### src/verilog/ppu_pkg.sv
/* Pixel, palette and CPU bus types for the video output stage.
   A color index of all ones is transparent; palette index all ones is the backdrop. */
`default_nettype none

package ppu_pkg;

    typedef logic [3:0]  color_idx_t;
    typedef logic [4:0]  pal_sel_t;
    typedef logic [1:0]  layer_id_t;
    typedef logic [10:0] pal_index_t;
    typedef logic [15:0] pal_word_t;
    typedef logic [7:0]  color_t;
    typedef logic [10:0] cpu_addr_t;

    // One layer pixel as delivered by a tile or sprite engine
    typedef struct packed {
        pal_sel_t   pal;
        color_idx_t color;
    } layer_pxl_t;

    // CPU access, one-clock strobes
    typedef struct packed {
        logic        regs_cs;
        logic        pal_cs;
        cpu_addr_t   addr;
        logic [1:0]  dsn;
        logic [15:0] dout;
    } cpu_bus_t;

    // Layer codes, also the top bits of the palette index
    localparam layer_id_t LAYER_OBJ  = 2'd0;
    localparam layer_id_t LAYER_SCR1 = 2'd1;
    localparam layer_id_t LAYER_SCR2 = 2'd2;
    localparam layer_id_t LAYER_SCR3 = 2'd3;

    localparam color_idx_t TRANSP_COLOR = '1;
    localparam pal_index_t BACKDROP_IDX = '1;

    // Register word addresses
    localparam cpu_addr_t REG_LAYER_CTRL = 11'd0;
    localparam cpu_addr_t REG_RASTER     = 11'd1;

    // Order obj, scr1, scr2, scr3 with every layer enabled
    localparam logic [15:0] LAYER_CTRL_RST = 16'h0FE4;

endpackage

`default_nettype wire

### src/verilog/video_timing_pkg.sv
/* Screen position and sync types shared by the timing generator and the pixel pipeline.
   Positions are 9 bits wide, so H_TOTAL and V_TOTAL must not exceed 512. */
`default_nettype none

package video_timing_pkg;

    // Horizontal pixel position within a line
    typedef logic [8:0] hpos_t;

    // Line number within a frame
    typedef logic [8:0] vpos_t;

    // High while the beam is outside the active area
    typedef struct packed {
        logic hb;
        logic vb;
    } blank_t;

    // Sync pulses, active high
    typedef struct packed {
        logic hs;
        logic vs;
    } sync_t;

endpackage

`default_nettype wire
### src/verilog/layer_mix.sv
/* Priority mixer with one pxl_cen of latency. Slot 0 of layer_ctrl is front-most;
   when nothing is visible the backdrop index comes out. */
`default_nettype none

module layer_mix (
    input  logic                     clk,
    input  logic                     rst,
    input  logic                     pxl_cen,
    input  logic [15:0]              layer_ctrl,
    input  ppu_pkg::layer_pxl_t      obj_pxl,
    input  ppu_pkg::layer_pxl_t      scr1_pxl,
    input  ppu_pkg::layer_pxl_t      scr2_pxl,
    input  ppu_pkg::layer_pxl_t      scr3_pxl,
    input  video_timing_pkg::blank_t blank_in,
    output ppu_pkg::pal_index_t      pix_idx,
    output video_timing_pkg::blank_t blank_out
);
    import ppu_pkg::*;

    layer_pxl_t by_id [4];
    pal_index_t pick;

    // Layers indexed by their code so a slot can select them directly
    assign by_id[LAYER_OBJ]  = obj_pxl;
    assign by_id[LAYER_SCR1] = scr1_pxl;
    assign by_id[LAYER_SCR2] = scr2_pxl;
    assign by_id[LAYER_SCR3] = scr3_pxl;

    always_comb begin
        layer_id_t  id;
        layer_pxl_t cand;
        logic       found;
        pick  = BACKDROP_IDX;
        found = 1'b0;
        for (int s = 0; s < 4; s++) begin
            id   = layer_id_t'(layer_ctrl[2*s +: 2]);
            cand = by_id[id];
            // First enabled, non-transparent slot wins
            if (!found && layer_ctrl[8 + id] && (cand.color != TRANSP_COLOR)) begin
                pick  = {id, cand.pal, cand.color};
                found = 1'b1;
            end
        end
    end

    always_ff @(posedge clk) begin
        if (pxl_cen) begin
            pix_idx <= pick;
        end
    end

    // Blanking travels with the index, starts out blanked
    always_ff @(posedge clk or posedge rst) begin
        if (rst) begin
            blank_out <= '1;
        end else if (pxl_cen) begin
            blank_out <= blank_in;
        end
    end

endmodule

`default_nettype wire

### config.mk
export PLATFORM = sky130hd
export DESIGN_NAME = layer_mix
export DESIGN_NICKNAME = d
export VERILOG_FILES = /design/src/verilog/ppu_pkg.sv /design/src/verilog/video_timing_pkg.sv /design/src/verilog/layer_mix.sv
export SDC_FILE = /design/constraint.sdc
export NUM_CORES = 1
export LEC_CHECK = 0
export CAP_MARGIN = 20
export CORE_AREA = 2 2 73 75
export CTS_CLUSTER_SIZE = 25
export DETAILED_ROUTE_END_ITERATION = 8
export DIE_AREA = 0 0 75 77
export DONT_BUFFER_PORTS = 1
export HOLD_SLACK_MARGIN = 0.03
export SLEW_MARGIN = 20
export SYNTH_ARGS = -nofsm -noshare
export SYNTH_HDL_FRONTEND = slang
export SYNTH_SLANG_ARGS = --single-unit
### constraint.sdc
create_clock -name clk -period 2.35 [get_ports clk]
set_clock_uncertainty 0.2 [all_clocks]
set_input_delay 0.235 -clock clk [delete_from_list [all_inputs] [get_ports clk]]
set_output_delay 0.235 -clock clk [all_outputs]
set_load 0.02 [all_outputs]
==> flow_summary.yaml, run 1 <==
setup_path:
  r2r-start: "blank_out[0]"
  critPathLaunch: "layer_ctrl[0]"
  crit_end: "pix_idx[8]"
  cp_cell_sequence: "mux4_2 -> nand2_1 -> o2111ai_4 -> o221a_1"
  max_stage_delay_ns: 0.54
  critPathRequiredTime_ns: 2.13
  endpoint_kind: "flip-flop"
  r2r_setup_slack_ns: 1.35
  critPathMaxFanout: 11
  worstPathArrival_ns: 1.71
  reg2reg_depth: 1
  cp-start-kind: "primary input"
  worstSetupPathType: "primary input to flip-flop"
  critical-path-slowest-cell: "mux4_2"
  r2r_end: "blank_out[0]"
sta:
  setup_ws_ns: 0.415
  finalSetupViolCount: 0
  finalHoldViolCount: 0
  fin_crit_ns: 1.94
  fmax_mhz: 517
  final.setup.tns_ns: 0
  fin_crit_sh_pct: 82.4
  slew_headroom_pct: 61.9
  timing.hold.ws_ns: 0.0568
  timing.final.max_slew_violations: 0
  worst_pin_slew_ns: 0.570
  rsz0062_at_grt: "no"
grt:
  grt_pass1_wl_mm: 7.87
  grt_pass1_vias: 1573
  grt_use_total_pct: 17.6
  overflow: 0
  antenna_found_initial: 0
  grt_max_degree: 15
detailed_routing:
  drt_iter0_drc: 76
  wire_per_inst_um: 23.8
  wl_mm: 4.91
  drtPass1Iterations: 4
  vias: 1442
  vias_per_cell: 7.00
  antenna_left: 0
  post-route-drc-count: 0
clocking:
  cts_root_buf: "clkbuf_8"
  cts_buffer_depth: 2
  cts_tree: "built"
  clock_latency_ns: 0.23
  htreeDepth: 1
  clk_pin_slew_ns: 0.05
  hold_buffers: 4
  post_cts_resized: 0
  cts_buffers: 3
  cts_setup_buffers: 0
  cts_sinks: 13
synthesis:
  synth-compound-area-share_pct: 15.2
  syn_inst: 136
  synthArstFlopShare_pct: 15.4
  synth_xor_xnor_area_share_pct: 0
  synth_edf_count: 11
  synth-seq-cells: 13
  synth_area_leaders: "mux4_2 32%, edfxtp_1 17%, mux4_1 12%"
  yosys.area.top_type: "mux4_2"
  synthMuxAreaShare_pct: 50.6
  synth_area_per_cell_um2: 14.3
  synth_fa_ha_area_share_pct: 0
  synth.yosys.warnings: 0
  synth.top_cell.area_share_pct: 32.5
  ys.flop_type: "edfxtp_1"
  netlist_area_um2: 1940
  synth_cell_types: 34
  synth-simple-area-share_pct: 9.02
  yosys-top-cells-count: "28 x mux4_2, 12 x a2bb2oi_1, 11 x edfxtp_1, 9 x mux4_1, 8 x inv_1"
  synthesis.nets: 193
  synth_top_family_by_area: "multiplexers"
  ys_seq_area_share_pct: 19.7
  synth.most_common_cell: "mux4_2"
run:
  drv_cap: 0
outcome:
  status: "completed"
worst_hold_path:
  hold_path.class: "primary input to flip-flop"
power_and_ir_drop:
  max-vdd-ir-drop_mv: 0.212
  power.total_uw: 900
  p_leak_uw: 0.000693
  power.density_nw_per_um2: 438
finish:
  final_nets: 194
  area_delta_synth_final_pct: 5.73
  diodes: 0
  final_core_util_pct: 41.3
  drive_gt1_share_pct: 38.2
  nFillCells: 462
die:
  design.core.area_um2: 4980
  ios: 70
  fp.dieW_um: 75
  die_height_um: 77
  rows: 26
  start_util_pct: 39.0
  die_area_um2: 5780
place:
  place_ws_ns: 0.152
  dp_hpwl_mm: 3.73
  place.gp.congestion: 0.950
  io_buffers: 0
## layout by cell type, fill, tap and decap left out, drive strengths merged, types with 2 or more instances in the layout
master / n
dfstp: 2
o21ai: 3
nor2: 2
clkbuf: 4
nand2: 4
inv: 8
mux2i: 7
buf: 2
mux4: 37
or2: 5
mux2: 4
edfxtp: 11
and2: 2
dlygate4sd3: 4
nand4: 3
a2bb2oi: 12
nand2b: 4
o221a: 6
nand3: 4
## flip-flops by register name (all words and copies together), names as in the netlist
register,count
pix_idx,11
blank_out,2
## routing by layer
layer  vias up  share of wire, %  GRT usage, %
li1        610                 -             -
met1       745                39          22.1
met2        81                52          29.4
met3         6               8.6          4.86
met4         0               1.0          4.46
met5         -                 0             0
## final cells by class
type	instances	area [um^2]	share of cell area [%]
inverters	8	30.0	1.46
clock buffers	4	45.0	2.19
repair buffers	6	55.1	2.68
well taps	70	87.6	4.27
multi-input cells	105	1450	70.7
flip-flops and latches	13	383	18.6
## through the flow
| step | cells | instance area [um^2] |
|---|---|---|
| 2_1_floorplan | 136 | 1940 |
| 3_3_place_gp | 198 | 1970 |
| 3_5_place_dp | 198 | 1970 |
| 4_1_cts | 206 | 2050 |
| 5_1_grt | 206 | 2050 |
| 6_report | 206 | 2050 |
## cell families after synthesis
kind of cell           after synthesis
flip-flops                          13
buffers and inverters               18
AO/OA/AOI/OAI                       30
multiplexers                        48
AND/OR/NAND/NOR                     27
## worst min path at each step
stage / from / end / slack, ns / cells after the start
2_1_floorplan: rst / blank_out[0] / -0.05 / 1
3_3_place_gp: rst / blank_out[1] / -0.05 / 1
3_5_place_dp: rst / blank_out[1] / -0.04 / 1
4_1_cts: layer_ctrl[0] / pix_idx[9] / 0.06 / 2
5_1_grt: layer_ctrl[0] / pix_idx[9] / 0.09 / 2
6_report: layer_ctrl[0] / pix_idx[9] / 0.06 / 2
## worst max-delay path, delay by kind of cell
family | cells | cell delay [ns]
multiplexers | 1 | 0.54
AO/OA/AOI/OAI | 2 | 0.63
AND/OR/NAND/NOR | 1 | 0.30
## power breakdown
group / switching, uW / internal, uW / total [uW] / leakage, uW
clock network: 71.7 / 119 / 191 / 0.0000228
registers: 56.7 / 302 / 359 / 0.000129
logic: 139 / 211 / 350 / 0.000541
total: 268 / 632 / 900 / 0.000693
Power figures use the tool's default switching activity.
==> inputs of run 2 (changes only) <==
==> constraint.sdc (replaced) <==
create_clock -name clk -period 1.8 [get_ports clk]
set_clock_uncertainty 0.2 [all_clocks]
set_input_delay 0.18 -clock clk [delete_from_list [all_inputs] [get_ports clk]]
set_output_delay 0.18 -clock clk [all_outputs]
set_load 0.02 [all_outputs]
==> flow_summary.yaml, run 2 (synthesis results as in run 1) <==
finish:
  layout_common_cells: "30 x mux4_2, 17 x buf_4, 11 x edfxtp_1"
  final_nets: 215
  finalNonFillerCells: 227
  drive_gt1_share_pct: 52.9
  layout_commonest_cell: "mux4_2"
  fin_area_um2: 2290
  area_delta_synth_final_pct: 17.8
  seq_area_um2: 383
  reg.largest.list: "pix_idx: 11 flops, blank_out: 2 flops"
  largest_reg_flops: 11
  diodes: 0
  nFillCells: 451
  largest_register: "pix_idx"
  multi_input_area_um2: 1520
setup_path:
  reg2reg_depth: 1
  critPathRequiredTime_ns: 1.58
  worstSetupPathType: "primary input to flip-flop"
  endpoint_kind: "flip-flop"
  worstPathArrival_ns: 1.61
  critPathMaxFanout: 11
  cp-start-kind: "primary input"
sta:
  timing.hold.ws_ns: 0.133
  fin_crit_ns: 1.83
  rsz0062_at_grt: "yes"
  finalHoldViolCount: 0
  fmax_mhz: 547
  setup_ws_ns: -0.0297
  slew_headroom_pct: 62.4
  fin_crit_sh_pct: 102
  timing.final.max_slew_violations: 0
  finalSetupViolCount: 5
  worst_pin_slew_ns: 0.562
grt:
  antenna_found_initial: 0
  grt_use_total_pct: 18.2
  grt_pass1_vias: 1558
  grt_max_degree: 14
  overflow: 0
  grt_pass1_wl_mm: 8.22
power_and_ir_drop:
  power.total_uw: 1290
  max-vdd-ir-drop_mv: 0.230
  power.density_nw_per_um2: 562
  p_leak_uw: 0.000790
clocking:
  cts_buffers: 3
  cts_buffer_depth: 2
  htreeDepth: 1
  clock_latency_ns: 0.23
  cts_tree: "built"
  cts_sinks: 13
  clk_pin_slew_ns: 0.05
  cts_root_buf: "clkbuf_8"
detailed_routing:
  drtPass1Iterations: 4
  antenna_left: 0
  drt_iter0_drc: 43
  vias_per_cell: 6.59
  wire_per_inst_um: 22.8
  wl_mm: 5.18
  vias: 1496
  post-route-drc-count: 0
outcome:
  violations: "negative setup slack"
  status: "complete, but fails checks"
place:
  place_area_um2: 2080
  io_buffers: 0
  dp_hpwl_mm: 3.86
  post-place-cells: 212
  place.gp.congestion: 0.901
die:
  rows: 26
  die_height_um: 77
  fp.dieW_um: 75
  die_area_um2: 5780
  start_util_pct: 39.0
  design.core.area_um2: 4980
  ios: 70
run:
  drv_cap: 0
worst_hold_path:
  hold_path.class: "primary input to flip-flop"
  hold_depth: 3
run 2: changes by cell type in the layout (fill, tap and decap cells not counted), sizes merged:
cell,delta
buf,+17
dlygate4sd3,+3
o2111ai,+1
run 2: routing by layer:
metal | wire length [um] | vias up | global-route usage, %
met5 | 0 | - | 0
met4 | 121 | 0 | 5.54
met3 | 404 | 15 | 5.52
met2 | 2410 | 86 | 27.0
met1 | 2240 | 736 | 25.5
li1 | - | 659 | -
run 2: area by class of cell:
class | count | share of cell area (%)
multi-input cells | 106 | 66.5
repair buffers | 26 | 9.63
inverters | 8 | 1.31
well taps | 70 | 3.83
flip-flops and latches | 13 | 16.7
clock buffers | 4 | 1.97
run 2: power breakdown:
group	internal (uW)	switching [uW]	leakage, uW
sequential	395	73.8	0.000129
combinational	352	221	0.000638
clock	155	88.3	0.0000228
run 2: worst max-delay path, cell delays in order:
cell	delay, ns
mux4_2	0.49
nand4_1	0.14
o21a_1	0.26
o2111ai_2	0.23
o221a_1	0.31
run 2: repair_timing:
action,CTS,global route
hold buffers,7,0
cloned,0,1
pin swaps,0,13
buffers inserted,0,3
endpoints found under the hold margin,17,0
setup endpoints to repair,6,10
gates resized for setup,1,13
run 2: path summary, 6_finish.rpt:
kind / slack (ns) / end / from
worst min-delay path: 0.13 / pix_idx[10] / layer_ctrl[5]
max in group asynchronous: 1.17 / blank_out[1] / rst
worst max register to register: 0.80 / blank_out[0] / blank_out[0]
min in group asynchronous: 0.21 / blank_out[0] / rst
worst max-delay path: -0.03 / pix_idx[4] / layer_ctrl[6]
worst min register to register: 0.46 / blank_out[1] / blank_out[1]
run 2: metrics by stage:
stage          TNS, ns  util (%)  setup slack (ns)
2_1_floorplan    -2.39         -            -0.298
3_3_place_gp     -2.50      41.7            -0.259
3_5_place_dp     -2.82      41.7            -0.299
4_1_cts              0      44.1            0.0103
5_1_grt         -0.412      46.0           -0.0709
6_report       -0.0914      46.0           -0.0297
