## config.mk

```make
export PLATFORM = sky130hd
export DESIGN_NAME = ppu_regs
export DESIGN_NICKNAME = d
export VERILOG_FILES = /design/src/verilog/ppu_pkg.sv /design/src/verilog/video_timing_pkg.sv /design/src/verilog/ppu_regs.sv
export SDC_FILE = /design/constraint.sdc
export NUM_CORES = 1
export LEC_CHECK = 0
export BUFFER_PORTS_ARGS = -buffer_cell sky130_fd_sc_hd__buf_2
export CORE_AREA = 2 2 69 71
export CTS_BUF_LIST = sky130_fd_sc_hd__clkbuf_16
export DETAILED_ROUTE_END_ITERATION = 12
export DIE_AREA = 0 0 71 73
export MAX_ROUTING_LAYER = met4
export PLACE_DENSITY = 0.72
export SETUP_SLACK_MARGIN = 0.5
export SYNTH_ARGS = -nofsm -noshare
export SYNTH_HDL_FRONTEND = slang
export SYNTH_SLANG_ARGS = --single-unit
```

## constraint.sdc

```tcl
create_clock -name clk -period 2.7 [get_ports clk]
set_input_delay 0.54 -clock clk [delete_from_list [all_inputs] [get_ports clk]]
set_output_delay 0.54 -clock clk [all_outputs]
set_load 0.03 [all_outputs]
```

## src/verilog/ppu_pkg.sv

```systemverilog
/* Pixel, palette and CPU bus types for the video output stage.
   A color index of all ones is transparent; palette index all ones is the backdrop. */
`default_nettype none

package ppu_pkg;

    typedef logic [3:0]  color_idx_t;
    typedef logic [4:0]  pal_sel_t;
    typedef logic [1:0]  layer_id_t;
    typedef logic [10:0] pal_index_t;
    typedef logic [15:0] pal_word_t;
    typedef logic [7:0]  color_t;
    typedef logic [10:0] cpu_addr_t;

    // One layer pixel as delivered by a tile or sprite engine
    typedef struct packed {
        pal_sel_t   pal;
        color_idx_t color;
    } layer_pxl_t;

    // CPU access, one-clock strobes
    typedef struct packed {
        logic        regs_cs;
        logic        pal_cs;
        cpu_addr_t   addr;
        logic [1:0]  dsn;
        logic [15:0] dout;
    } cpu_bus_t;

    // Layer codes, also the top bits of the palette index
    localparam layer_id_t LAYER_OBJ  = 2'd0;
    localparam layer_id_t LAYER_SCR1 = 2'd1;
    localparam layer_id_t LAYER_SCR2 = 2'd2;
    localparam layer_id_t LAYER_SCR3 = 2'd3;

    localparam color_idx_t TRANSP_COLOR = '1;
    localparam pal_index_t BACKDROP_IDX = '1;

    // Register word addresses
    localparam cpu_addr_t REG_LAYER_CTRL = 11'd0;
    localparam cpu_addr_t REG_RASTER     = 11'd1;

    // Order obj, scr1, scr2, scr3 with every layer enabled
    localparam logic [15:0] LAYER_CTRL_RST = 16'h0FE4;

endpackage

`default_nettype wire

```

## src/verilog/video_timing_pkg.sv

```systemverilog
/* Screen position and sync types shared by the timing generator and the pixel pipeline.
   Positions are 9 bits wide, so H_TOTAL and V_TOTAL must not exceed 512. */
`default_nettype none

package video_timing_pkg;

    // Horizontal pixel position within a line
    typedef logic [8:0] hpos_t;

    // Line number within a frame
    typedef logic [8:0] vpos_t;

    // High while the beam is outside the active area
    typedef struct packed {
        logic hb;
        logic vb;
    } blank_t;

    // Sync pulses, active high
    typedef struct packed {
        logic hs;
        logic vs;
    } sync_t;

endpackage

`default_nettype wire
```

## src/verilog/ppu_regs.sv

```systemverilog
/* Layer control and raster registers with byte-lane writes and live readback.
   Only word addresses 0 and 1 are mapped; the rest read as zero. */
`default_nettype none

module ppu_regs (
    input  logic                    clk,
    input  logic                    rst,
    input  ppu_pkg::cpu_bus_t       cpu,
    input  logic                    line_start,
    input  video_timing_pkg::vpos_t vdump,
    output logic [15:0]             mmr_dout,
    output logic [15:0]             layer_ctrl,
    output logic                    raster
);
    import ppu_pkg::*;
    import video_timing_pkg::*;

    logic [15:0] raster_reg;
    vpos_t       raster_line;
    logic        raster_en;

    // Merge the enabled byte lanes of a write into a register
    function automatic logic [15:0] lane_write(
        input logic [15:0] cur,
        input logic [15:0] din,
        input logic [1:0]  dsn
    );
        lane_write = cur;
        if (!dsn[1]) begin
            lane_write[15:8] = din[15:8];
        end
        if (!dsn[0]) begin
            lane_write[7:0] = din[7:0];
        end
    endfunction

    assign raster_line = raster_reg[8:0];
    assign raster_en   = raster_reg[15];

    always_ff @(posedge clk or posedge rst) begin
        if (rst) begin
            layer_ctrl <= LAYER_CTRL_RST;
            raster_reg <= '0;
            raster     <= 1'b0;
        end else begin
            if (cpu.regs_cs) begin
                case (cpu.addr)
                    REG_LAYER_CTRL: begin
                        layer_ctrl <= lane_write(layer_ctrl, cpu.dout, cpu.dsn);
                    end
                    REG_RASTER: begin
                        raster_reg <= lane_write(raster_reg, cpu.dout, cpu.dsn);
                    end
                    default: begin
                    end
                endcase
            end
            // vdump already holds the new line when line_start is seen
            raster <= line_start && raster_en && (vdump == raster_line);
        end
    end

    // Readback follows the address with no wait state
    always_comb begin
        case (cpu.addr)
            REG_LAYER_CTRL: mmr_dout = layer_ctrl;
            REG_RASTER:     mmr_dout = raster_reg;
            default:        mmr_dout = '0;
        endcase
    end

endmodule

`default_nettype wire

```

==> metrics, run 1 <==
Filler Cells Inserted=420; status=completed; DRC Markers=0; Worst Path Max Fanout=13; r2r startpoint=raster_reg[6]; final setup margin=~0.57 ns; die footprint=around 5200 µm²; initial core utilization=37.7%; Psw=roughly 0.23 mW; sequential share of the synthesized area=48.9%; Reg2Reg Depth=3; Hold WS=0.351 ns; largest net degree at the start of global routing=34; DR vias/cell=roughly 4.8; total leakage power=1.22 nW; Port Buf Inserts=between 70 and 80; slew margin rel.=between 60% and 70%; storage element area=836 µm²; Tot GR Track Use=16.0%; Worst EP required=between 2 and 2.5 ns; Worst-Skew Late Latency=between 0.2 and 0.3 ns; Via Count=1,278; Syn Inst Count=between 100 and 150; violation count after the first detailed-route iteration=35; Hold Path Class=in2async; Max-Cap Viols=0; WS Path Type=in2out; worst-case clock buffer depth=2; ant diodes=0; antenna violations before repair=0; CP endpoint=mmr_dout[1]; Layout area overhead=36.6%; die width=71 µm; CTS tree=yes; clock sink total=33; hpwl dp=between 2000 and 3000 µm; syn avg cell area=around 13 µm²; Setup TNS Final=0 ns; Rows=25; pwr dens=about 470 nW/µm²; r2r setup slk=between 1.5 and 2 ns; root buffer cell=clkbuf_16; Core Region=roughly 4500 µm²; Placed Cells=about 260; minimum clock period=2.13 ns; pre-CTS WS=roughly 0.43 ns; 1st-pass router iterations=2; most frequent cells in the layout=buf_2, mux2_2, dfrtp_1; Int Power=between 0.8 and 0.9 mW; Die Y=between 70 and 80 µm; unrepaired setup endpoints after global routing=false; antenna violation net count after detailed routing=0; gr ovfl total=0; nets=between 200 and 300; # setup viols final=0; most common cell after layout, fill and taps aside=buf_2; vias in the first global route=around 1,200; routability congestion estimate=0.755; Tightest Pin Transition=0.565 ns; crit path DAT=between 1.5 and 2 ns; WL/cell=14.3 µm; flops & latches, synth=33; Slew Viols, Final=0; hold_buf cts=0; Syn Nets=roughly 170; crit start category=primary input; multi-input logic area=856 µm²; Final Hold Viols=0; H-tree Lvls=2; combinational share of power=just under 8%; Synth cell types=19; first-pass GRT wire length=5950 µm; Yosys warning count=0; DRT Wirelength=around 3800 µm; share of cells above drive strength 1=between 60% and 70%; clock slew at reported path FFs=about 0.050 ns; Worst IR Drop VDD=0.292 mV; final period utilization=about four fifths; # IOs=76; max FFs per register=17; CP Capture Type=primary output; Sw Share=roughly a fifth; RR Endpoint=raster; post-layout util=around half; Clk pwr share=between 40% and 50%; number of buffers created by CTS=5; Crit. Startpoint=cpu[24]; fin cells=roughly 270; Seq pwr share=a little under half; Mapped Area=approximately 1700 µm²; fmax=approximately 0.47 GHz; Clock Skew=0.00424 ns
## how the worst min path moves through the flow
stage	cells past startpoint	slack (ns)	endpoint	startpoint
after CTS	3	0.36	layer_ctrl[14]	rst
after detailed placement	1	0.50	raster_reg[11]	raster_reg[11]
final	3	0.35	layer_ctrl[14]	rst
after floorplan	1	0.48	raster_reg[10]	raster_reg[10]
after global routing	3	0.40	raster	rst
after global placement	1	0.49	raster_reg[14]	raster_reg[14]
## stage by stage
stage | cell area (µm²) | total power, mW
floorplan | 1730 | 0.545
global placement | 2170 | 0.592
detailed placement | 2170 | 0.593
CTS | 2320 | 1.12
global route | 2330 | 1.15
finish | 2330 | 1.10
## area by class of cell
class | count | area share (%)
Clock buffer | 5 | 5.36
Clock inverter | 2 | 0.322
Inverter | 1 | 0.161
Multi-Input combinational cell | 89 | 36.7
Sequential cell | 33 | 35.8
Tap cell | 54 | 2.90
Timing Repair Buffer | 81 | 18.7
## cells in the mapped netlist
| cell | count | area share [%] |
|---|---|---|
| inv_1 | 1 | 0.22 |
| nand4_4 | 2 | 2.5 |
| nor2_1 | 17 | 3.7 |
| mux2_2 | 30 | 20 |
| buf_6 | 2 | 1.3 |
| buf_2 | 3 | 0.88 |
| nor3b_1 | 2 | 0.88 |
| xnor2_1 | 9 | 4.6 |
| nor4_4 | 2 | 2.5 |
| nor3_1 | 1 | 0.29 |
| nand3_2 | 1 | 0.59 |
| nand4_1 | 2 | 0.73 |
| dfrtp_1 | 25 | 37 |
| nand3_1 | 1 | 0.29 |
| mux2i_1 | 16 | 9.4 |
| dfstp_2 | 8 | 12 |
| mux2_1 | 2 | 1.3 |
| and3b_1 | 2 | 1.0 |
| and4_1 | 2 | 1.0 |
## cell families after synthesis
family | Yosys count | share of synthesized area [%]
XOR/XNOR | 9 | 4.62
buffers and inverters | 6 | 2.42
flip-flops | 33 | 48.9
multiplexers | 48 | 30.5
AND/OR/NAND/NOR | 32 | 13.6
## routing by layer
| metal | wire [µm] | GRT usage (%) | up-vias |
|---|---|---|---|
| met2 | 1940 | 26.1 | 40 |
| met4 | 42 | 5.66 | 0 |
| met1 | 1600 | 18.3 | 612 |
| met5 | 0 | - | - |
| met3 | 221 | 5.66 | 4 |
| li1 | - | - | 622 |
## worst max-delay path, cell delays in order
cell     delay, ns
buf_2         0.11
nor4_4        0.30
nand3_2       0.13
buf_6         0.19
nor2_1        0.14
buf_4         0.18
## what timing repair did
| item | in CTS | in global routing |
|---|---|---|
| endpoints found under the setup margin | 13 | 3 |
| gates resized for setup | 4 | 1 |
| pin swaps | 1 | 1 |
| setup buffers | 1 | 1 |
## power by group through the flow
stage / registers, mW / logic (mW) / clock network, mW
after floorplan: 0.510 / 0.0354 / 0
after global placement: 0.508 / 0.0842 / 0
after detailed placement: 0.508 / 0.0850 / 0
after CTS: 0.500 / 0.0856 / 0.530
after global routing: 0.500 / 0.0940 / 0.560
final: 0.500 / 0.0842 / 0.515
Power figures use the tool's default switching activity.
==> inputs of run 2 (changes only) <==
- clock period: 2.7 -> 2.02 ns (I/O delays scaled with it)
==> run 2 against run 1 <==
Flip-flop and latch count is the same. Global-route usage grew 1.4 points. Non-clock buffer count is 8 higher. Clock power increased by 35%. Final area up 18%. Hold slack worse by 0.14 ns. First-iteration DRC count rose by 23%. Critical path type unchanged.
==> metrics, run 2 (same netlist as run 1, synthesis figures left out) <==
number of buffers created by CTS=5 (unchanged); # IOs=76 (unchanged); r2r startpoint=raster_reg[2]; total leakage power=1.32 nW (+8.0%); routability congestion estimate=0.741 (-2.0%); status=completed; Filler Cells Inserted=369 (-12%); Reg2Reg Depth=3 (unchanged); minimum clock period=between 1.5 and 2 ns; post-layout util=60.6% (+9.2 points); Slew Viols, Final=0 (unchanged); unrepaired setup endpoints after global routing=true; root buffer cell=clkbuf_16; DRT Wirelength=3980 µm (+4.7%); Crit. Startpoint=cpu[27]; max FFs per register=17 (unchanged); initial core utilization=37.7% (unchanged); share of cells above drive strength 1=72.7% (+6.9 points); Setup TNS Final=0 ns (unchanged); DR vias/cell=4.83 (+0.20%); hold_buf cts=0 (unchanged); Rows=25 (unchanged); most frequent cells in the layout=buf_2, dfrtp_1, buf_6; antenna violations before repair=0 (unchanged); die footprint=5180 µm² (unchanged); clock slew at reported path FFs=0.05 ns (about the same); gr ovfl total=0 (unchanged); storage element area=836 µm² (unchanged); crit start category=primary input; nets=262 (+3.1%); pwr dens=543 nW/µm² (+15%); crit path DAT=1.40 ns (-0.19 ns); Final Hold Viols=0 (unchanged); ant diodes=0 (unchanged); Tot GR Track Use=17.4% (+1.4 points); violation count after the first detailed-route iteration=43 (+23%); Port Buf Inserts=74 (unchanged); multi-input logic area=1040 µm² (+21%); Clock Skew=0.00235 ns (-0.00189 ns); clock sink total=33 (unchanged); worst-case clock buffer depth=2 (unchanged); vias in the first global route=1,401 (+14%); CP Capture Type=primary output; DRC Markers=0 (unchanged); r2r setup slk=0.99 ns (-0.75 ns); RR Endpoint=raster; Die Y=73 µm (unchanged); Worst IR Drop VDD=0.483 mV (+65%); Worst Path Max Fanout=5 (-8); most common cell after layout, fill and taps aside=buf_2; WS Path Type=in2out; first-pass GRT wire length=6740 µm (+13%); Via Count=1,324 (+3.6%); slew margin rel.=72.7% (+10 points); Max-Cap Viols=0 (unchanged); WL/cell=14.5 µm (+1.3%); Layout area overhead=61.0%; hpwl dp=2960 µm (+3.6%); antenna violation net count after detailed routing=0 (unchanged); Core Region=4540 µm² (unchanged); # setup viols final=0 (unchanged); Worst-Skew Late Latency=0.27 ns (about the same); 1st-pass router iterations=4 (+2); fmax=~0.55 GHz; Worst EP required=1.62 ns (-0.54 ns); CTS tree=yes; H-tree Lvls=2 (unchanged); Tightest Pin Transition=0.410 ns (-0.155 ns); die width=71 µm (unchanged); final period utilization=between 80% and 90%; largest net degree at the start of global routing=34 (unchanged); Hold Path Class=in2async
[run 2: final cells by class]
| class | instances | share of cell area, % |
|---|---|---|
| tap | 54 | 2.46 |
| sequential | 33 | 30.4 |
| clock inverter | 3 | 0.410 |
| clock buffer | 5 | 4.55 |
| timing repair buffer | 89 | 24.3 |
| inverter | 1 | 0.137 |
| multi-input combinational | 89 | 37.7 |
[run 2: worst max-delay path, stage by stage]
cell and delay (ns):
buf_6 0.09, nor4_4 0.34, nand3_4 0.16, buf_8 0.18, nor2_4 0.08, buf_6 0.13
[run 2: metal layers]
metal | share of wire [%] | wire, µm | GRT usage [%]
met5 | 0 | 0 | -
met4 | 1.2 | 46 | 6.29
met3 | 5.9 | 234 | 3.87
met2 | 48 | 1910 | 27.3
met1 | 45 | 1790 | 22.2
[run 2: power by group]
group / internal, mW / switching [mW]
registers: 0.666 / 0.00223
clock network: 0.442 / 0.252
logic: 0.0676 / 0.0634
[run 2: worst max-delay path by stage]
stage	endpoint	slack, ns	depth (start not counted)
after floorplan	mmr_dout[10]	0.12	4
after global placement	raster_reg[15]	0.12	6
after detailed placement	raster_reg[13]	0.12	6
after CTS	mmr_dout[1]	0.18	6
after global routing	mmr_dout[5]	0.16	6
final	mmr_dout[2]	0.22	6
[run 2: metrics by stage]
| step | instance area, µm² | std cells | worst slack, ns | hold slack, ns | total power, mW |
|---|---|---|---|---|---|
| 2_1_floorplan | 1890 | 128 | 0.115 | 0.482 | 0.732 |
| 3_3_place_gp | 2380 | 262 | 0.124 | 0.495 | 0.798 |
| 3_5_place_dp | 2380 | 262 | 0.119 | 0.496 | 0.800 |
| 4_1_cts | 2720 | 272 | 0.181 | 0.226 | 1.51 |
| 5_1_grt | 2750 | 274 | 0.155 | 0.251 | 1.55 |
| 6_report | 2750 | 274 | 0.216 | 0.208 | 1.49 |
[run 2: what timing repair did]
action	in CTS	in global routing
pin swaps	10	6
resized for setup	46	5
buffers inserted	2	2
endpoints found under the setup margin	32	48
