===== config.mk =====
export PLATFORM = sky130hd
export DESIGN_NAME = video_timing
export DESIGN_NICKNAME = d
export VERILOG_FILES = /design/src/verilog/video_timing_pkg.sv /design/src/verilog/video_timing.sv
export SDC_FILE = /design/constraint.sdc
export NUM_CORES = 1
export LEC_CHECK = 0
export BUFFER_PORTS_ARGS = -buffer_cell sky130_fd_sc_hd__buf_2
export CORE_ASPECT_RATIO = 1.4
export CORE_MARGIN = 4
export CORE_UTILIZATION = 60
export CTS_BUF_LIST = sky130_fd_sc_hd__clkbuf_8
export DETAILED_ROUTE_END_ITERATION = 8
export PLACE_DENSITY = 0.89
export SETUP_SLACK_MARGIN = 0.1
export SYNTH_ARGS = -nofsm -noshare
export SYNTH_HDL_FRONTEND = slang
export SYNTH_SLANG_ARGS = --single-unit

===== constraint.sdc =====
create_clock -name clk -period 4.55 [get_ports clk]
set_input_delay 1.1375 -clock clk [delete_from_list [all_inputs] [get_ports clk]]
set_output_delay 1.1375 -clock clk [all_outputs]
set_load 0.02 [all_outputs]

===== src/verilog/video_timing_pkg.sv =====
/* Screen position and sync types shared by the timing generator and the pixel pipeline.
   Positions are 9 bits wide, so H_TOTAL and V_TOTAL must not exceed 512. */
`default_nettype none

package video_timing_pkg;

    // Horizontal pixel position within a line
    typedef logic [8:0] hpos_t;

    // Line number within a frame
    typedef logic [8:0] vpos_t;

    // High while the beam is outside the active area
    typedef struct packed {
        logic hb;
        logic vb;
    } blank_t;

    // Sync pulses, active high
    typedef struct packed {
        logic hs;
        logic vs;
    } sync_t;

endpackage

`default_nettype wire

===== src/verilog/video_timing.sv =====
/* Pixel and line counters advancing on pxl_cen. Sync windows must lie inside the totals,
   and blanking, sync and line_start come out registered. */
`default_nettype none

module video_timing #(
    parameter int H_TOTAL  = 512,
    parameter int H_ACTIVE = 384,
    parameter int HS_START = 400,
    parameter int HS_LEN   = 36,
    parameter int V_TOTAL  = 262,
    parameter int V_ACTIVE = 224,
    parameter int VS_START = 236,
    parameter int VS_LEN   = 3
) (
    input  logic                     clk,
    input  logic                     rst,
    input  logic                     pxl_cen,
    output video_timing_pkg::hpos_t  hdump,
    output video_timing_pkg::vpos_t  vdump,
    output video_timing_pkg::vpos_t  vrender,
    output video_timing_pkg::blank_t blank,
    output video_timing_pkg::sync_t  sync,
    output logic                     line_start
);
    import video_timing_pkg::*;

    localparam hpos_t H_LAST   = hpos_t'(H_TOTAL - 1);
    localparam hpos_t H_ACT    = hpos_t'(H_ACTIVE);
    localparam hpos_t HS_BEGIN = hpos_t'(HS_START);
    localparam hpos_t HS_END   = hpos_t'(HS_START + HS_LEN);
    localparam vpos_t V_LAST   = vpos_t'(V_TOTAL - 1);
    localparam vpos_t V_ACT    = vpos_t'(V_ACTIVE);
    localparam vpos_t VS_BEGIN = vpos_t'(VS_START);
    localparam vpos_t VS_END   = vpos_t'(VS_START + VS_LEN);

    hpos_t h_next;
    vpos_t v_next;

    // Next position, the line only moves when the pixel counter wraps
    always_comb begin
        v_next = vdump;
        if (hdump == H_LAST) begin
            h_next = '0;
            v_next = (vdump == V_LAST) ? '0 : vdump + 1'b1;
        end else begin
            h_next = hdump + 1'b1;
        end
    end

    always_ff @(posedge clk or posedge rst) begin
        if (rst) begin
            hdump      <= '0;
            vdump      <= '0;
            blank      <= '0;
            sync       <= '0;
            line_start <= 1'b0;
        end else begin
            line_start <= 1'b0;
            if (pxl_cen) begin
                hdump      <= h_next;
                vdump      <= v_next;
                // Decoded from the new count so they line up with hdump/vdump
                blank.hb   <= h_next >= H_ACT;
                blank.vb   <= v_next >= V_ACT;
                sync.hs    <= (h_next >= HS_BEGIN) && (h_next < HS_END);
                sync.vs    <= (v_next >= VS_BEGIN) && (v_next < VS_END);
                line_start <= h_next == '0;
            end
        end
    end

    // Line being prepared by the layer engines
    assign vrender = (vdump == V_LAST) ? '0 : vdump + 1'b1;

endmodule

`default_nettype wire


==> out/qor.yml, run 1 <==
status: "completed"
synthCells: 178
hold_depth: 2
worst_slew_pin_slew_ns: 0.901
grt_max_degree: 24
final_antenna_net_count: 0
detail_route.wl_per_cell_um: 15.0
holdBufCountCts: 0
nNetsFinal: 210
place_hpwl_um: 2580
worst_path_dominant_cell_family: "simple AND/OR/NAND/NOR gates"
ys_seq_area_frac: 0.374
vdd_drop_max_mv: 0.246
drive_above_1_share: 0.233
reg2reg_from: "hdump[0]"
synth_area_per_cell_um2: 8.64
remaining_drc_errors: 0
clk_pin_slew_ns: 0.08
coreArea_um2: 2420
drtPass1Iterations: 4
p_leak_nw: 0.830
yosys_register_bits: 23
whs_ns: 0.524
clk-insertion-delay-late_ns: 0.26
finalHoldViolCount: 0
via_count: 1374
portBuffers: 34
hp-start: "blank[0]"
start_kind: "flop"
cp_slowest_stage_delay_ns: 0.55
fin_ws_ns: 1.20
r2r_setup_slack_ns: 1.83
worst-setup-path-type: "reg2out"
cts_setup_buffers: 0
dieArea_um2: 3450
syn_nets: 185
cts_root_buf: "clkbuf_8"
slew_violations: 0
grt_pass1_vias: 1388
cts_tree: "yes"
fin_util: 0.702
setup_viol: 0
ctsResizeCount: 0
crit_fanout: 12
synth.distinct_cells: 41
hold_path_end: "blank[0]"
grt-ovfl-total: 0
drt-initial-drc-count: 59
timing.critical_path.buf_inv: 1
final_cell_mix: "34 x buf_2, 23 x dfrtp_1, 19 x nor2_1"
required_ns: 3.41
preCtsSetupSlack_ns: 1.53
fin_crit_sh: 0.735
cp-end-kind: "primary output"
cts_sinks: 23
wl_um: 3540
slowest_stage: "dfrtp_1"
areaGrowthSynthToFinish_pct: 10.4
grt_pass1_wl_um: 6150
worst_clock_skew_ns: 0.00325
relSlewSlack: 0.399
final_common_cell: "buf_2"
cp_cell_sequence: "ha_1 > nand3_1 > or2_2 > xor2_1 > nor2_1 > buf_2"
rsz0062_at_grt: "false"
min_period_ns: 3.35
r2r-end: "sync[0]"
track_usage: 0.231
via_per_inst: 5.82
place.gp.congestion: 0.967
setup_tns_ns: 0
antenna_cells: 0
rows: 21
start_util: 0.636
arrival_ns: 2.21
cts_buffers: 3
yosys_warnings: 0
fp.dieH_um: 67.9
antenna_found_initial: 0
fp.dieW_um: 50.8
fmax_ghz: 0.299
htreeDepth: 1
syn-cell-area_um2: 1540
max-cap-violations: 0
power_density_nw_per_um2: 371
ioPinCount: 35
ff2ff_path_depth: 9
crit_start: "vdump[0]"
min_path_type: "reg2reg"
clock_path_buffers: 2
==> cell usage after synthesis, drive strengths merged <==
| master | count | area share |
|---|---|---|
| inv | 12 | 0.029 |
| nand2b | 1 | 0.0041 |
| o21ai | 13 | 0.042 |
| mux2 | 3 | 0.022 |
| a31o | 1 | 0.0057 |
| nand2 | 16 | 0.039 |
| nor3 | 6 | 0.020 |
| a21o | 1 | 0.0049 |
| nor2 | 19 | 0.046 |
| o31a | 1 | 0.0057 |
| xor2 | 10 | 0.057 |
| or2b | 1 | 0.0049 |
| nand3b | 1 | 0.0049 |
| nor2b | 1 | 0.0041 |
| buf | 9 | 0.049 |
| nand4b | 4 | 0.023 |
| or4 | 1 | 0.0073 |
| mux2i | 4 | 0.026 |
| nor4 | 2 | 0.0081 |
| ha | 4 | 0.033 |
| and3b | 1 | 0.0057 |
| o22ai | 3 | 0.016 |
| and2 | 1 | 0.0041 |
| or3 | 1 | 0.0041 |
| xnor2 | 4 | 0.023 |
| o21a | 1 | 0.0049 |
| o31ai | 3 | 0.015 |
| nand4 | 6 | 0.024 |
| o311ai | 2 | 0.011 |
| clkbuf | 5 | 0.015 |
| a21oi | 4 | 0.013 |
| nand3 | 8 | 0.026 |
| or2 | 4 | 0.016 |
| dfrtp | 23 | 0.37 |
| a31oi | 2 | 0.012 |
==> worst reg2reg max path, stage by stage (launching register included) <==
cell and delay, ns:
dfrtp_1 0.45, ha_1 0.31, nand3_1 0.10, nor2_1 0.11, ha_1 0.54, inv_1 0.27
o311ai_0 0.43, o31ai_1 0.15, nand4b_1 0.16, o22ai_2 0.07
==> power breakdown <==
part	total, mW	switching [mW]	internal, mW	leakage, nW
combinational	0.220	0.134	0.0857	0.511
clock	0.127	0.0666	0.0603	0.0269
sequential	0.283	0.0475	0.236	0.292
total	0.630	0.248	0.382	0.830
==> how the worst max path moves through the flow <==
stage                             to  slack, ns  cells after the start
after global placement    vrender[8]       1.63                      6
after global routing      vrender[3]       1.08                      4
after detailed placement  vrender[8]       1.53                      6
final                     vrender[8]       1.20                      6
after floorplan           vrender[8]       1.62                      6
after CTS                 vrender[8]       1.23                      6
==> per-stage QoR <==
stage,area [um2],instances,power [mW]
after floorplan,1540,178,0.443
after global placement,1650,232,0.493
after detailed placement,1650,232,0.508
after CTS,1700,236,0.631
after global routing,1700,236,0.665
final,1700,236,0.630
==> kinds of logic (layout without fill, tap and decap cells) <==
| kind of cell | count (synthesis) | count (layout) | share of synthesized area |
|---|---|---|---|
| buffers and inverters | 26 | 50 | 0.0927 |
| adders and majority gates | 4 | 4 | 0.0325 |
| muxes | 7 | 7 | 0.0480 |
| AOI/OAI and AO/OA | 31 | 31 | 0.131 |
| xor gates and xnor gates | 14 | 14 | 0.0797 |
| and+or+nand+nor | 73 | 73 | 0.242 |
| DFF | 23 | 23 | 0.374 |
==> metal layers <==
layer | global-route usage | vias up | routed length, um
li1 | - | 655 | -
met1 | 0.278 | 639 | 1440
met2 | 0.417 | 72 | 1840
met3 | 0.0240 | 8 | 193
met4 | 0.0976 | 0 | 61
met5 | 0 | - | 0
==> flip-flops by register name, summed over array words and instances (netlist names) <==
signal	flops
sync	2
blank	2
hdump	9
vdump	9
line_start	1
==> cell type report <==
cell class                      count  area, um2
Clock buffer                        3       41.3
Timing Repair Buffer               34        170
Multi-Input combinational cell    129        820
Sequential cell                    23        576
Inverter                           12       45.0
Clock inverter                      1       3.75
Tap cell                           34       42.5
Fill cell                         201        719
(Power assumes the default switching activity.)
==> inputs of run 2 (changes only) <==
Settings changed: ABC_AREA set to 1, CORE_UTILIZATION 60 to 56, PLACE_DENSITY 0.89 to 0.84.
Clock period 4.55 ns to 3.1 ns, I/O delays scaled along.
==> run 2 against run 1 <==
  * Wire length shrank 1.3%
  * Clock power grew 39%
  * Power grew 64%
  * Hold slack lost 0.040 ns
  * Sequential cell count is the same
  * Synthesized cell count grew 27%
  * Sequential share of layout area shrank 1.6 points
  * Global-route usage shrank 2.0 points
  * First-iteration DRC count shrank 12%
  * Final cell count grew 25%
  * Die area grew 6.8%
==> out/qor.yml, run 2 <==
synth_top_family_by_area: "simple AND/OR/NAND/NOR gates"
ioPinCount: 35
fmax_ghz: 0.401
status: "completed"
syn-cell-area_um2: 1550
met3WireLength_um: 128
yosys.area.top_type: "dfrtp_1"
syn_nets: 233
dr.max_layer_used: "met4"
slew_violations: 0
grt-ovfl-total: 0
ys_top_cells_by_count: "67 x nand2_1, 26 x inv_1, 23 x dfrtp_1, 20 x nand3_1, 18 x o21ai_0"
rsz0062_at_grt: "false"
power_density_nw_per_um2: 579
htreeDepth: 1
arrival_ns: 1.72
synth.distinct_cells: 25
areaGrowthSynthToFinish_pct: 15.2
place_hpwl_um: 2740
async_reset_ff_frac: 1.00
fp.dieH_um: 70.2
synthMostInstantiatedCell: "nand2_1"
ctsResizeCount: 0
cts_buffers: 3
drt-initial-drc-count: 52
setup_tns_ns: 0
r2r_setup_slack_ns: 0.69
clk-insertion-delay-late_ns: 0.26
whs_ns: 0.484
synth_area_per_cell_um2: 6.85
wl_um: 3490
synthCells: 226
portBuffers: 34
nNetsFinal: 267
cp-end-kind: "primary output"
detail_route.wl_per_cell_um: 11.8
ys_seq_area_frac: 0.372
synth_edf_count: 0
drtPass1Iterations: 5
yosys_register_bits: 23
relSlewSlack: 0.428
wl_met2_um: 1870
min_path_type: "reg2reg"
crit_fanout: 8
final_antenna_net_count: 0
yosys_most_used_dff: "dfrtp_1"
min_period_ns: 2.49
start_kind: "flop"
muxShareOfSynthArea: 0
rows: 22
synth_xor_area_frac: 0.00565
cts_setup_buffers: 0
cts_sinks: 23
max-cap-violations: 0
holdBufCountCts: 0
synth_top_area_share: 0.372
required_ns: 2.32
synthAdderAreaFrac: 0.0323
final_common_cell: "nand2_1"
p_leak_nw: 0.969
setup_viol: 0
track_usage: 0.211
grt_pass1_vias: 1447
netlist_top_cells_area: "dfrtp_1 37%, nand2_1 16%, nand3_1 6.5%, inv_1 6.3%, o21ai_0 5.8%"
worst_slew_pin_slew_ns: 0.858
top_regs: "hdump: 9 flops, vdump: 9 flops"
final_cell_mix: "67 x nand2_1, 34 x buf_2, 27 x inv_1"
finalHoldViolCount: 0
remaining_drc_errors: 0
synthSimpleGateAreaFrac: 0.360
worst_clock_skew_ns: 0.00324
coreArea_um2: 2640
fp.dieW_um: 52.5
drive_above_1_share: 0.224
via_per_inst: 5.14
cts_root_buf: "clkbuf_8"
dieArea_um2: 3680
antenna_cells: 0
start_util: 0.586
synth_compound_area_frac: 0.132
clk_pin_slew_ns: 0.07
clock_path_buffers: 2
vdd_drop_max_mv: 0.425
grt_max_degree: 27
wl_met1_um: 1440
worst-setup-path-type: "reg2out"
antenna_found_initial: 0
via_count: 1517
grt_pass1_wl_um: 6090
fin_crit_sh: 0.805
cts_tree: "yes"
place.gp.congestion: 0.833
yosys_warnings: 0
[run 2: changes by cell type after synthesis, moves of 5 or more]
cell	delta
nand2_1	+51
inv_1	+14
nand3_1	+12
xor2_1	-9
a21oi_1	+6
o21ai_1	+6
nand2_2	+5
nor3_1	-5
o21ai_0	+5
[run 2: area by class of cell]
class | count | area [um2]
fill | 250 | 858
clock buffer | 3 | 41.3
inverter | 30 | 113
clock inverter | 1 | 3.75
multi-input combinational | 166 | 821
tap | 36 | 45.0
timing repair buffer | 36 | 185
sequential | 23 | 576
[run 2: metal layers]
layer | global-route usage | vias up
li1 | - | 787
met1 | 0.238 | 685
met2 | 0.391 | 38
met3 | 0.0192 | 7
met4 | 0.0767 | 0
met5 | 0 | -
[run 2: metrics by stage]
| step | utilization | cells | cell area (um2) | total power [mW] | setup WS [ns] |
|---|---|---|---|---|---|
| finish | 0.675 | 295 | 1780 | 1.03 | 0.605 |
| global route | 0.675 | 295 | 1780 | 1.11 | 0.395 |
| CTS | 0.675 | 295 | 1780 | 1.04 | 0.604 |
| detailed placement | 0.658 | 291 | 1740 | 0.864 | 0.740 |
| global placement | 0.658 | 291 | 1740 | 0.860 | 0.792 |
| floorplan | - | 226 | 1550 | 0.725 | 0.852 |
[run 2: cell families after synthesis]
logic type / after synthesis
simple gates: 123
flops: 23
buf+inv: 37
compound gates: 38
fa+ha+maj: 4
xor+xnor: 1
[run 2: power by group]
part           total (mW)  internal, mW  leakage (nW)  switching, mW
Sequential          0.431         0.356         0.297         0.0749
Clock               0.177        0.0883        0.0269         0.0891
Combinational       0.426         0.140         0.645          0.286
[run 2: worst max-delay path, cell delays in order, from the launching register on]
cell     delay (ns)
dfrtp_1        0.51
ha_1           0.27
nand2_1        0.11
nor2_4         0.14
nand2_1        0.08
nand2_2        0.07
nand3_2        0.07
inv_1          0.05
buf_2          0.15
[run 2: worst paths after layout]
kind / from / to / cells after the start
hold / removal: blank[1] / blank[1] / 2
setup / recovery: vdump[0] / vrender[8] / 8
max in group asynchronous: rst / vdump[3] / 2
setup reg to reg: hdump[0] / sync[0] / 18
hold reg to reg: blank[1] / blank[1] / 2
min in group asynchronous: rst / hdump[8] / 2
==> inputs of run 3 (changes only) <==
Settings changed: CORE_UTILIZATION 56 to 50, PLACE_DENSITY 0.84 to 0.8.
Clock period 3.1 ns to 2.2 ns, I/O delays scaled along.
==> run 3 against run 2 <==
  * Hold slack worse by 0.18 ns
  * Core utilization rose by 11 points
  * Via count rose by 16%
  * Global-route usage is 2.5 points higher
  * Power is 70% higher
==> out/qor.yml, run 3 (synthesis results as in run 2) <==
remaining_drc_errors: 0
preCtsSetupSlack_ns: 0.0460
antenna_cells: 0
relSlewSlack: 0.790
htreeDepth: 1
clock_path_buffers: 2
power_density_nw_per_um2: 770
coreArea_um2: 2910
max-cap-violations: 0
clk_pin_slew_ns: 0.09
drt-initial-drc-count: 67
clk-insertion-delay-late_ns: 0.27
status: "completed"
worst_clock_skew_ns: 0.00420
vdd_drop_max_mv: 0.673
grt_max_degree: 24
cts_sinks: 23
antenna_found_initial: 0
start_util: 0.533
final_common_cell: "nand2_1"
nNetsFinal: 299
setup_viol: 0
start_kind: "flop"
post-place-cells: 298
fp.dieW_um: 55.0
ioPinCount: 35
fmax_ghz: 0.467
crit_fanout: 3
worst_slew_pin_slew_ns: 0.311
drtPass1Iterations: 4
cp-end-kind: "primary output"
via_count: 1754
areaGrowthSynthToFinish_pct: 47.4
min_path_type: "in2async"
setup_tns_ns: 0
slew_violations: 0
required_ns: 1.65
rows: 23
reg2reg_from: "hdump[0]"
grt_pass1_vias: 1596
arrival_ns: 1.59
grt_pass1_wl_um: 7010
place_hpwl_um: 2840
place.gp.congestion: 0.831
min_period_ns: 2.14
detail_route.wl_per_cell_um: 15.0
fin_crit_sh: 0.974
fp.dieH_um: 73.9
via_per_inst: 5.35
cts_tree: "yes"
cts_buffers: 3
crit_start: "vdump[0]"
final_antenna_net_count: 0
wl_um: 4920
track_usage: 0.236
finalHoldViolCount: 0
dieArea_um2: 4060
rsz0062_at_grt: "true"
drive_above_1_share: 0.464
p_leak_nw: 1.15
stdcell_count: 328
portBuffers: 34
final_cell_mix: "59 x nand2_1, 31 x buf_4, 27 x buf_2"
top_regs: "hdump: 9 flops, vdump: 9 flops"
worst-setup-path-type: "reg2out"
r2r_setup_slack_ns: 0.11
fin_ws_ns: 0.0578
holdBufCountCts: 0
cts_root_buf: "clkbuf_8"
grt-ovfl-total: 0
run 3: cell count changes in the layout (fill, tap and decap cells not counted), moves of 5 or more:
cell     previous run  this run
nand2_2             5        10
nor2_4              2         7
nor2_1             16        11
nand2_1            67        59
inv_1              27        20
buf_2              34        27
buf_6               0        10
buf_4               2        31
nand3_2             3        10
nand3_1            20        12
inv_2               3         8
run 3: routing by layer:
| layer | vias up | track usage | share of wire |
|---|---|---|---|
| met2 | 63 | 0.401 | 0.54 |
| met4 | 0 | 0.138 | 0.044 |
| met1 | 819 | 0.265 | 0.37 |
| met3 | 20 | 0.0406 | 0.046 |
| met5 | - | 0 | 0 |
| li1 | 852 | - | - |
run 3: report_power, final:
part	internal, mW	switching, mW	total [mW]
logic	0.340	0.528	0.868
registers	0.504	0.117	0.621
clock network	0.127	0.142	0.269
run 3: worst max-delay path, stage by stage, from the launching register on:
cell	delay, ns
dfrtp_1	0.43
buf_6	0.15
ha_4	0.15
nand2_2	0.09
nor2_4	0.06
a21oi_1	0.23
buf_2	0.21
run 3: final timing paths:
path | cells past startpoint | endpoint
setup / recovery | 6 | vrender[1]
hold / removal | 3 | blank[0]
setup reg to reg | 14 | line_start
hold reg to reg | 2 | blank[1]
max in group asynchronous | 3 | hdump[1]
min in group clk | 2 | blank[1]
run 3: what timing repair did:
item                                    CTS  global route
endpoints found under the hold margin     0             0
pin swaps                                13            25
endpoints found under the setup margin    9            17
setup buffers                            14            13
resized for setup                        12            62
run 3: cell type report:
| cell class | count | area (um2) |
|---|---|---|
| multi-input combinational | 166 | 1010 |
| fill | 210 | 623 |
| sequential | 23 | 581 |
| timing repair buffer | 68 | 480 |
| inverter | 30 | 115 |
| tap | 37 | 46.3 |
| clock buffer | 3 | 41.3 |
| clock inverter | 1 | 5.00 |
run 3: metrics by stage:
step / hold WS [ns] / power [mW] / utilization / instance area (um2)
final: 0.306 / 1.76 / 0.786 / 2280
after global routing: 0.332 / 1.86 / 0.786 / 2280
after global placement: 0.465 / 1.22 / 0.615 / 1790
after floorplan: 0.552 / 1.02 / - / 1560
after detailed placement: 0.464 / 1.23 / 0.615 / 1790
after CTS: 0.316 / 1.55 / 0.681 / 1980
